--- src/phxDecodePkg.sv ---
package phxDecodePkg;

	// ====================
	// Encodings
	// ====================

	// Primary opcode, always in bits 5..0 of the instruction
	typedef enum logic [5:0] {
		NOP   = 6'd0,
		R2    = 6'd2,
		ADDI  = 6'd4,
		SUBFI = 6'd5,
		ANDI  = 6'd8,
		ORI   = 6'd9,
		XORI  = 6'd10,
		CMPI  = 6'd11,
		LDB   = 6'd16,
		LDBU  = 6'd17,
		LDW   = 6'd18,
		LDWU  = 6'd19,
		LDT   = 6'd20,
		STB   = 6'd24,
		STW   = 6'd25,
		STT   = 6'd26,
		BCC   = 6'd28,
		CALL  = 6'd32,
		BSR   = 6'd33,
		RET   = 6'd34,
		PFX   = 6'd63
	} opcode_e;

	// Function code of the R2 format
	typedef enum logic [5:0] {
		ADD   = 6'd0,
		SUB   = 6'd1,
		AND   = 6'd2,
		OR    = 6'd3,
		XOR   = 6'd4,
		CMP   = 6'd5,
		SLL   = 6'd8,
		SRL   = 6'd9,
		SRA   = 6'd10,
		LDBX  = 6'd16,
		LDBUX = 6'd17,
		LDWX  = 6'd18,
		LDWUX = 6'd19,
		LDTX  = 6'd20,
		STBX  = 6'd24,
		STWX  = 6'd25,
		STTX  = 6'd26
	} func_e;

	typedef enum logic [1:0] {
		BYT   = 2'd0,
		WYDE  = 2'd1,
		TETRA = 2'd2,
		VECT  = 2'd3
	} memSize_e;

	// Register numbers
	localparam logic [5:0] spRegBase = 6'd60;
	localparam logic [5:0] spAlias = 6'd31;
	// Link register n is linkRegBase + n
	localparam logic [5:0] linkRegBase = 6'd48;

	localparam int dispWidth = 16;
	localparam int pfxImmWidth = 32;

	// ====================
	// Instruction formats
	// ====================

	typedef struct packed {
		logic vec;
		logic [5:0] num;
	} regSpec_t;

	typedef union packed {
		struct packed {
			logic [6:0] pad;
			func_e func;
			regSpec_t Rb;
			regSpec_t Ra;
			regSpec_t Rt;
			opcode_e opcode;
		} r2;
		// Branches and stores put their source register Rc in the Rt slot
		struct packed {
			logic [3:0] pad;
			logic [dispWidth-1:0] imm;
			regSpec_t Ra;
			regSpec_t Rt;
			opcode_e opcode;
		} ri;
		struct packed {
			logic [31:0] target;
			logic [1:0] link;
			opcode_e opcode;
		} call;
		struct packed {
			logic [1:0] pad;
			logic [pfxImmWidth-1:0] imm;
			opcode_e opcode;
		} pfx;
	} insn_u;

	typedef struct packed {
		insn_u insn;
		insn_u prev;
	} fetchBundle_t;

	// ====================
	// Decode results
	// ====================

	typedef struct packed {
		logic br;
		logic cjb;
		logic load;
		logic loadr;
		logic loadn;
		logic loadu;
		logic store;
		logic storer;
		logic storen;
		logic mem;
		logic pfx;
		logic writes;
		memSize_e memSize;
	} opClass_t;

	typedef struct packed {
		regSpec_t Ra;
		regSpec_t Rb;
		regSpec_t Rc;
		regSpec_t Rt;
		logic hasRa;
		logic hasRb;
		logic hasRc;
		logic hasRt;
		logic rfwr;
		logic vrfwr;
		logic isVector;
		logic br;
		logic cjb;
		logic load;
		logic loadu;
		logic store;
		logic mem;
		logic pfx;
		memSize_e memSize;
		logic needSteps;
	} decodeBus_t;

endpackage

--- src/phxOpClass.sv ---
module phxOpClass (
	input  phxDecodePkg::insn_u insn,
	output phxDecodePkg::opClass_t cls
);
	import phxDecodePkg::*;

	always_comb begin
		cls = '0;
		cls.memSize = TETRA;
		case (insn.r2.opcode)
			R2: begin
				case (insn.r2.func)
					ADD, SUB, AND, OR, XOR, CMP, SLL, SRL, SRA:
						cls.writes = 1'b1;
					// Indexed loads
					LDBX, LDBUX: begin
						cls.loadn = 1'b1;
						cls.loadu = insn.r2.func == LDBUX;
						cls.memSize = BYT;
					end
					LDWX, LDWUX: begin
						cls.loadn = 1'b1;
						cls.loadu = insn.r2.func == LDWUX;
						cls.memSize = WYDE;
					end
					LDTX:
						cls.loadn = 1'b1;
					// Indexed stores
					STBX: begin
						cls.storen = 1'b1;
						cls.memSize = BYT;
					end
					STWX: begin
						cls.storen = 1'b1;
						cls.memSize = WYDE;
					end
					STTX:
						cls.storen = 1'b1;
					default: ;
				endcase
				cls.writes = cls.writes | cls.loadn;
			end
			ADDI, SUBFI, ANDI, ORI, XORI, CMPI, RET:
				cls.writes = 1'b1;
			LDB, LDBU: begin
				cls.loadr = 1'b1;
				cls.loadu = insn.r2.opcode == LDBU;
				cls.memSize = BYT;
			end
			LDW, LDWU: begin
				cls.loadr = 1'b1;
				cls.loadu = insn.r2.opcode == LDWU;
				cls.memSize = WYDE;
			end
			LDT:
				cls.loadr = 1'b1;
			STB: begin
				cls.storer = 1'b1;
				cls.memSize = BYT;
			end
			STW: begin
				cls.storer = 1'b1;
				cls.memSize = WYDE;
			end
			STT:
				cls.storer = 1'b1;
			BCC:
				cls.br = 1'b1;
			CALL, BSR:
				cls.cjb = 1'b1;
			PFX:
				cls.pfx = 1'b1;
			default: ;
		endcase

		// Register-displacement loads write Rt as well
		cls.writes = cls.writes | cls.loadr;
		cls.load = cls.loadr | cls.loadn;
		cls.store = cls.storer | cls.storen;
		cls.mem = cls.load | cls.store;
	end

endmodule

--- src/phxOperandMap.sv ---
module phxOperandMap (
	input  phxDecodePkg::insn_u insn,
	input  logic [2:0] spSel,
	input  phxDecodePkg::opClass_t cls,
	output phxDecodePkg::decodeBus_t deco
);
	import phxDecodePkg::*;

	regSpec_t rtSel;
	regSpec_t rcSel;
	logic linkUsed;
	logic vecAccess;

	// Scalar r31 maps to the stack pointer of the current mode
	function automatic regSpec_t spRemap(regSpec_t r, logic [2:0] sel);
		regSpec_t res;
		res = r;
		if (!r.vec && r.num == spAlias && sel >= 3'd1 && sel <= 3'd4)
			res.num = spRegBase + {3'b000, sel} - 6'd1;
		return res;
	endfunction

	// ====================
	// Specifier select
	// ====================

	always_comb begin
		linkUsed = cls.cjb && insn.call.link != 2'd0;

		rtSel = '0;
		if (cls.writes) begin
			rtSel = insn.ri.Rt;
		end else if (linkUsed) begin
			rtSel.vec = 1'b0;
			rtSel.num = linkRegBase + {4'b0000, insn.call.link};
		end

		// Source data of a branch or store sits in the Rt field
		rcSel = (cls.br || cls.store) ? insn.ri.Rt : '0;
	end

	// ====================
	// Decode bus
	// ====================

	always_comb begin
		deco.Ra = spRemap(insn.r2.Ra, spSel);
		deco.Rb = spRemap(insn.r2.Rb, spSel);
		deco.Rc = spRemap(rcSel, spSel);
		deco.Rt = spRemap(rtSel, spSel);

		deco.hasRa = !cls.pfx && !cls.cjb;
		deco.hasRb = insn.r2.opcode == R2;
		deco.hasRc = cls.br || cls.store;
		deco.hasRt = !cls.pfx;

		deco.vrfwr = cls.writes && rtSel.vec;
		// r0 is hardwired so a write to it is dropped
		deco.rfwr = (cls.writes && !rtSel.vec && rtSel.num != 6'd0) || linkUsed;

		deco.isVector = (deco.hasRa && deco.Ra.vec) || (deco.hasRb && deco.Rb.vec) ||
			(deco.hasRc && deco.Rc.vec) || (deco.hasRt && deco.Rt.vec);

		deco.br = cls.br;
		deco.cjb = cls.cjb;
		deco.load = cls.load;
		deco.loadu = cls.loadu;
		deco.store = cls.store;
		deco.mem = cls.mem;
		deco.pfx = cls.pfx;

		// Any vector operand widens the access to a full vector
		vecAccess = (deco.hasRa && deco.Ra.vec) ||
			((cls.loadn || cls.storen) && deco.Rb.vec) ||
			(deco.hasRt && deco.Rt.vec);
		deco.memSize = vecAccess ? VECT : cls.memSize;

		// Scalar base with displacement is a single strided access
		deco.needSteps = deco.memSize == VECT &&
			!((cls.loadr || cls.storer) && !deco.Ra.vec);
	end

endmodule

--- src/phxImmGen.sv ---
module phxImmGen #(
	parameter int immWidth = 128
) (
	input  phxDecodePkg::fetchBundle_t bundle,
	output logic [immWidth-1:0] imm
);
	import phxDecodePkg::*;

	logic [dispWidth-1:0] disp;
	logic [pfxImmWidth-1:0] pfxImm;
	logic pfxHit;

	always_comb begin
		disp = bundle.insn.ri.imm;
		pfxImm = bundle.prev.pfx.imm;
		pfxHit = bundle.prev.pfx.opcode == PFX;

		case (bundle.insn.r2.opcode)
			ADDI, SUBFI, ANDI, ORI, XORI, CMPI, RET,
			LDB, LDBU, LDW, LDWU, LDT, STB, STW, STT, BCC:
				imm = {{(immWidth-dispWidth){disp[dispWidth-1]}}, disp};
			// Call targets are absolute and unsigned
			CALL, BSR:
				imm = {{(immWidth-pfxImmWidth){1'b0}}, bundle.insn.call.target};
			default:
				imm = '0;
		endcase

		// A prefix word supplies everything above the displacement
		if (pfxHit)
			imm[immWidth-1:dispWidth] = {
				{(immWidth-dispWidth-pfxImmWidth){pfxImm[pfxImmWidth-1]}},
				pfxImm
			};
	end

endmodule

--- src/phxDecodeStage.sv ---
module phxDecodeStage #(
	parameter int immWidth = 128
) (
	input  logic clk,
	input  logic arstN,
	input  logic inValid,
	output logic inReady,
	input  phxDecodePkg::decodeBus_t decoIn,
	input  logic [immWidth-1:0] immIn,
	output logic outValid,
	input  logic outReady,
	output phxDecodePkg::decodeBus_t out,
	output logic [immWidth-1:0] imm
);

	logic accept;

	// Slot is free when empty or being drained this cycle
	assign inReady = !outValid || outReady;
	assign accept = inValid && inReady;

	always_ff @(posedge clk or negedge arstN) begin
		if (!arstN)
			outValid <= 1'b0;
		else if (inReady)
			outValid <= inValid;
	end

	// Payload only moves on acceptance and holds during a stall
	always_ff @(posedge clk) begin
		if (accept) begin
			out <= decoIn;
			imm <= immIn;
		end
	end

endmodule

--- src/phxDecoder.sv ---
module phxDecoder #(
	parameter int immWidth = 128
) (
	input  logic clk,
	input  logic arstN,
	input  logic inValid,
	output logic inReady,
	input  phxDecodePkg::fetchBundle_t in,
	input  logic [2:0] spSel,
	output logic outValid,
	input  logic outReady,
	output phxDecodePkg::decodeBus_t out,
	output logic [immWidth-1:0] imm
);
	import phxDecodePkg::*;

	opClass_t cls;
	decodeBus_t deco;
	logic [immWidth-1:0] immComb;

	// Combinational decode of the current word
	phxOpClass u_opClass (
		.insn (in.insn),
		.cls  (cls)
	);

	phxOperandMap u_operandMap (
		.insn  (in.insn),
		.spSel (spSel),
		.cls   (cls),
		.deco  (deco)
	);

	// Immediate needs the preceding word for a prefix
	phxImmGen #(
		.immWidth (immWidth)
	) u_immGen (
		.bundle (in),
		.imm    (immComb)
	);

	phxDecodeStage #(
		.immWidth (immWidth)
	) u_decodeStage (
		.clk      (clk),
		.arstN    (arstN),
		.inValid  (inValid),
		.inReady  (inReady),
		.decoIn   (deco),
		.immIn    (immComb),
		.outValid (outValid),
		.outReady (outReady),
		.out      (out),
		.imm      (imm)
	);

endmodule

--- config.mk ---
export PLATFORM = sky130hd
export DESIGN_NAME = phxDecoder
export DESIGN_NICKNAME = d
export VERILOG_FILES = /design/src/phxDecodePkg.sv /design/src/phxOpClass.sv /design/src/phxOperandMap.sv /design/src/phxImmGen.sv /design/src/phxDecodeStage.sv /design/src/phxDecoder.sv
export SDC_FILE = /design/constraint.sdc
export NUM_CORES = 1
export LEC_CHECK = 0
export ABC_AREA = 1
export BUFFER_PORTS_ARGS = -buffer_cell sky130_fd_sc_hd__clkbuf_2
export CAP_MARGIN = 20
export CORE_MARGIN = 10
export CORE_UTILIZATION = 30
export CTS_CLUSTER_SIZE = 14
export DETAILED_ROUTE_END_ITERATION = 8
export SETUP_SLACK_MARGIN = 0.15
export SLEW_MARGIN = 20
export SYNTH_ARGS = -nofsm -noshare
export SYNTH_HDL_FRONTEND = slang
export SYNTH_HIERARCHICAL = 1
export SYNTH_SLANG_ARGS = --single-unit
--- constraint.sdc ---
create_clock -name clk -period 27.2 [get_ports clk]
set_input_delay 2.72 -clock clk [delete_from_list [all_inputs] [get_ports clk]]
set_output_delay 2.72 -clock clk [all_outputs]
set_load 0.05 [all_outputs]
==> impl_metrics.toml <==
[power_and_ir_drop]
power_per_cell_area_nw_per_um2 = 70.0
static-leakage-power_nw = 4.53
peakVddDrop_v = 0.0000397

[route]
detail_route.first_pass.iterations = 5
dr.first_iter.drc_count = 399
via_count = 5370
detail_route.wirelength_um = 22000
remaining_drc_errors = 0
routed_via_density = 4.32
routed_wire_length_per_instance_um = 17.7
detail-route-antenna-nets = 0

[placed_design]
place_worst_setup_slack_ps = 21260
dp.final_hpwl_um = 16000
place.detailed.instances = 1211
gp_congestion = 0.824
placed_area_um2 = 9020
buffer_ports.inserted = 259

[clock_network]
cts_root_buf = "sky130_fd_sc_hd__clkbuf_16"
maximum_number_of_buffers_from_clock_root_to_sink = 2
clock_tree_from_tritoncts = "yes"
postCtsHoldBufs = 0
postCtsSetupBuffers = 0
insertion_delay_ps = 420
clkSinkCount = 174
clkSlewWorstSetupHoldPaths_ps = 80
cts.htree.levels = 4
cts.repair.resized = 0
cts_inserted_buffers = 17

[sta]
hold_fails_final_rpt = 0
fin_skew_ps = 9.37
max_clock_freq_ghz = 0.169
timing_max_transition_violations_final = 0
timing.final.setup_violations = 0
timing.setup.tns_ps = 0
maxSlewHeadroom_pct = 44.5
final_period_utilization_pct = 21.8
layout_setup_ws_ps = 21270
hold_slack_ps = 596
final.min_clock_period_ps = 5930
worst-slew-pin-transition_ps = 832
unrepaired_setup_endpoints_after_global_routing = "false"

[synthesis]
synth_seq_area_share_pct = 64.9
syn_area_per_cell_um2 = 11.2
yosysWarningCount = 6
synthesis.area_um2 = 8050
synth_simple_gate_area_share_pct = 19.7
post_synth_num_cell_types = 32
syn_inst = 717
muxShareOfSynthArea_pct = 0
synth_xor_area_share_pct = 0
synth-adder-area-share_pct = 0.622
synth.ff_latch_count = 174
synthesis.nets = 808
main_combinational_cell_family_by_area_after_synthesis = "simple AND/OR/NAND/NOR gates"
compound_cell_area_share_of_the_yosys_netlist_pct = 2.25

[setup_path]
timing_worst_setup_path_type = "in -> out"
worst-endpoint-required_ps = 24480
worst_flop_to_flop_path_startpoint = "u_decodeStage/outValid"
termination_of_the_worst_setup_path = "inReady"
startpoint_class_of_the_critical_path = "primary input"
startpoint = "outReady"
timing.rr.end = "u_decodeStage/imm[57]"
crit_arrival_ps = 3210
r2r.worst_path.cells = 3
rrSetupSlack_ps = 24800
critPathCaptureType = "output pin"
cp_max_fo = 2

[die]
floorplan.io_pins = 262
core.rowCount = 59
core_area_um2 = 26200
initial_core_util_pct = 30.7
die_footprint_um2 = 33800
die_h_um = 184
dieWidth_um = 184

[finish]
layout.cells.most_common = "sky130_fd_sc_hd__clkbuf_2"
mostFrequentLayoutCells = "259 x sky130_fd_sc_hd__clkbuf_2, 223 x sky130_fd_sc_hd__nand2_1, 173 x sky130_fd_sc_hd__edfxtp_1, 51 x sky130_fd_sc_hd__inv_1, 34 x sky130_fd_sc_hd__nor2_1"
drive_above_1_share_pct = 39.0
final-instance-count-excl-fill = 1243
multi_input_area_um2 = 1830
ff_latch_area_um2 = 5220
final_nets = 986
final_design_area_no_fill_um2 = 9610
area.growth.synth_to_final_pct = 19.4
fill_cells = 2582

[job]
max_cap_violations = 0

[global_route]
grt_antenna_before_repair = 3
grt_max_degree = 92
groute.usage.overall_pct = 12.6
grt_pass1_vias = 5384
grt_remaining_overflow = 0
first_pass_grt_wire_length_um = 32300

[outcome]
run_status = "completed"

[worst_hold_path]
hold_path_class = "reg -> reg"
==> per-layer routing <==
layer	up-vias	GRT usage [%]	wire, um	part of all wire (%)
met5	-	0	24	0.11
met4	4	2.92	142	0.65
met3	11	5.53	2400	11
met2	257	19.4	9750	44
met1	2463	15.9	9700	44
li1	2635	-	-	-
==> flip-flops by register name (all words and copies together) (netlist names) <==
register                count
u_decodeStage/imm         128
u_decodeStage/out          45
u_decodeStage/outValid      1
==> power by group <==
part	total (mW)	switching, mW	internal, mW
Combinational	0.112	0.0914	0.0204
Clock	0.242	0.119	0.123
Sequential	0.319	0.00424	0.315
Total	0.673	0.215	0.458
==> layout make-up <==
type | instances | share of cell area (%)
Antenna cell | 1 | 0.0260
Clock buffer | 17 | 4.43
Clock inverter | 14 | 1.56
Inverter | 63 | 2.47
Multi-Input combinational cell | 378 | 19.1
Sequential cell | 174 | 54.3
Tap cell | 335 | 4.36
Timing Repair Buffer | 261 | 13.7
==> through the flow <==
stage               util (%)  total power [mW]
detailed placement      34.4             0.439
finish                  36.7             0.673
global placement        34.4             0.438
CTS                     36.6             0.686
floorplan                  -             0.421
global route            36.6             0.703
==> cells in the mapped netlist (all sizes together) <==
| master | number | share of area, % |
|---|---|---|
| a21boi | 1 | 0.093 |
| a21oi | 4 | 0.39 |
| buf | 99 | 9.5 |
| clkbuf | 3 | 0.14 |
| clkinv | 2 | 0.11 |
| dfrtp | 1 | 0.31 |
| edfxtp | 173 | 65 |
| ha | 4 | 0.62 |
| inv | 61 | 2.8 |
| nand2 | 247 | 12 |
| nand3 | 40 | 3.5 |
| nand3b | 1 | 0.093 |
| nand4 | 2 | 0.16 |
| nor2 | 47 | 3.1 |
| nor3 | 2 | 0.12 |
| nor4 | 1 | 0.078 |
| o21ai | 27 | 1.7 |
| o21bai | 1 | 0.093 |
| or2 | 1 | 0.11 |
==> critical path: stages <==
cell and delay [ps]:
sky130_fd_sc_hd__clkbuf_2 70, sky130_fd_sc_hd__inv_1 60, sky130_fd_sc_hd__nand2_1 80, sky130_fd_sc_hd__clkbuf_2 280
==> cells by family after synthesis <==
family,after synthesis
compound gates,33
fa+ha+maj,4
buf+inv,165
flops,174
simple gates,341
==> worst min-delay path by stage <==
stage	startpoint	to	slack (ps)	cells after the start
after floorplan	u_decodeStage/outValid	u_decodeStage/outValid	1130	2
after global placement	u_decodeStage/outValid	u_decodeStage/outValid	570	2
after detailed placement	u_decodeStage/outValid	u_decodeStage/outValid	580	2
after CTS	u_decodeStage/outValid	u_decodeStage/outValid	600	2
after global routing	u_decodeStage/outValid	u_decodeStage/outValid	630	2
final	u_decodeStage/outValid	u_decodeStage/outValid	600	2
(Power assumes the default switching activity.)
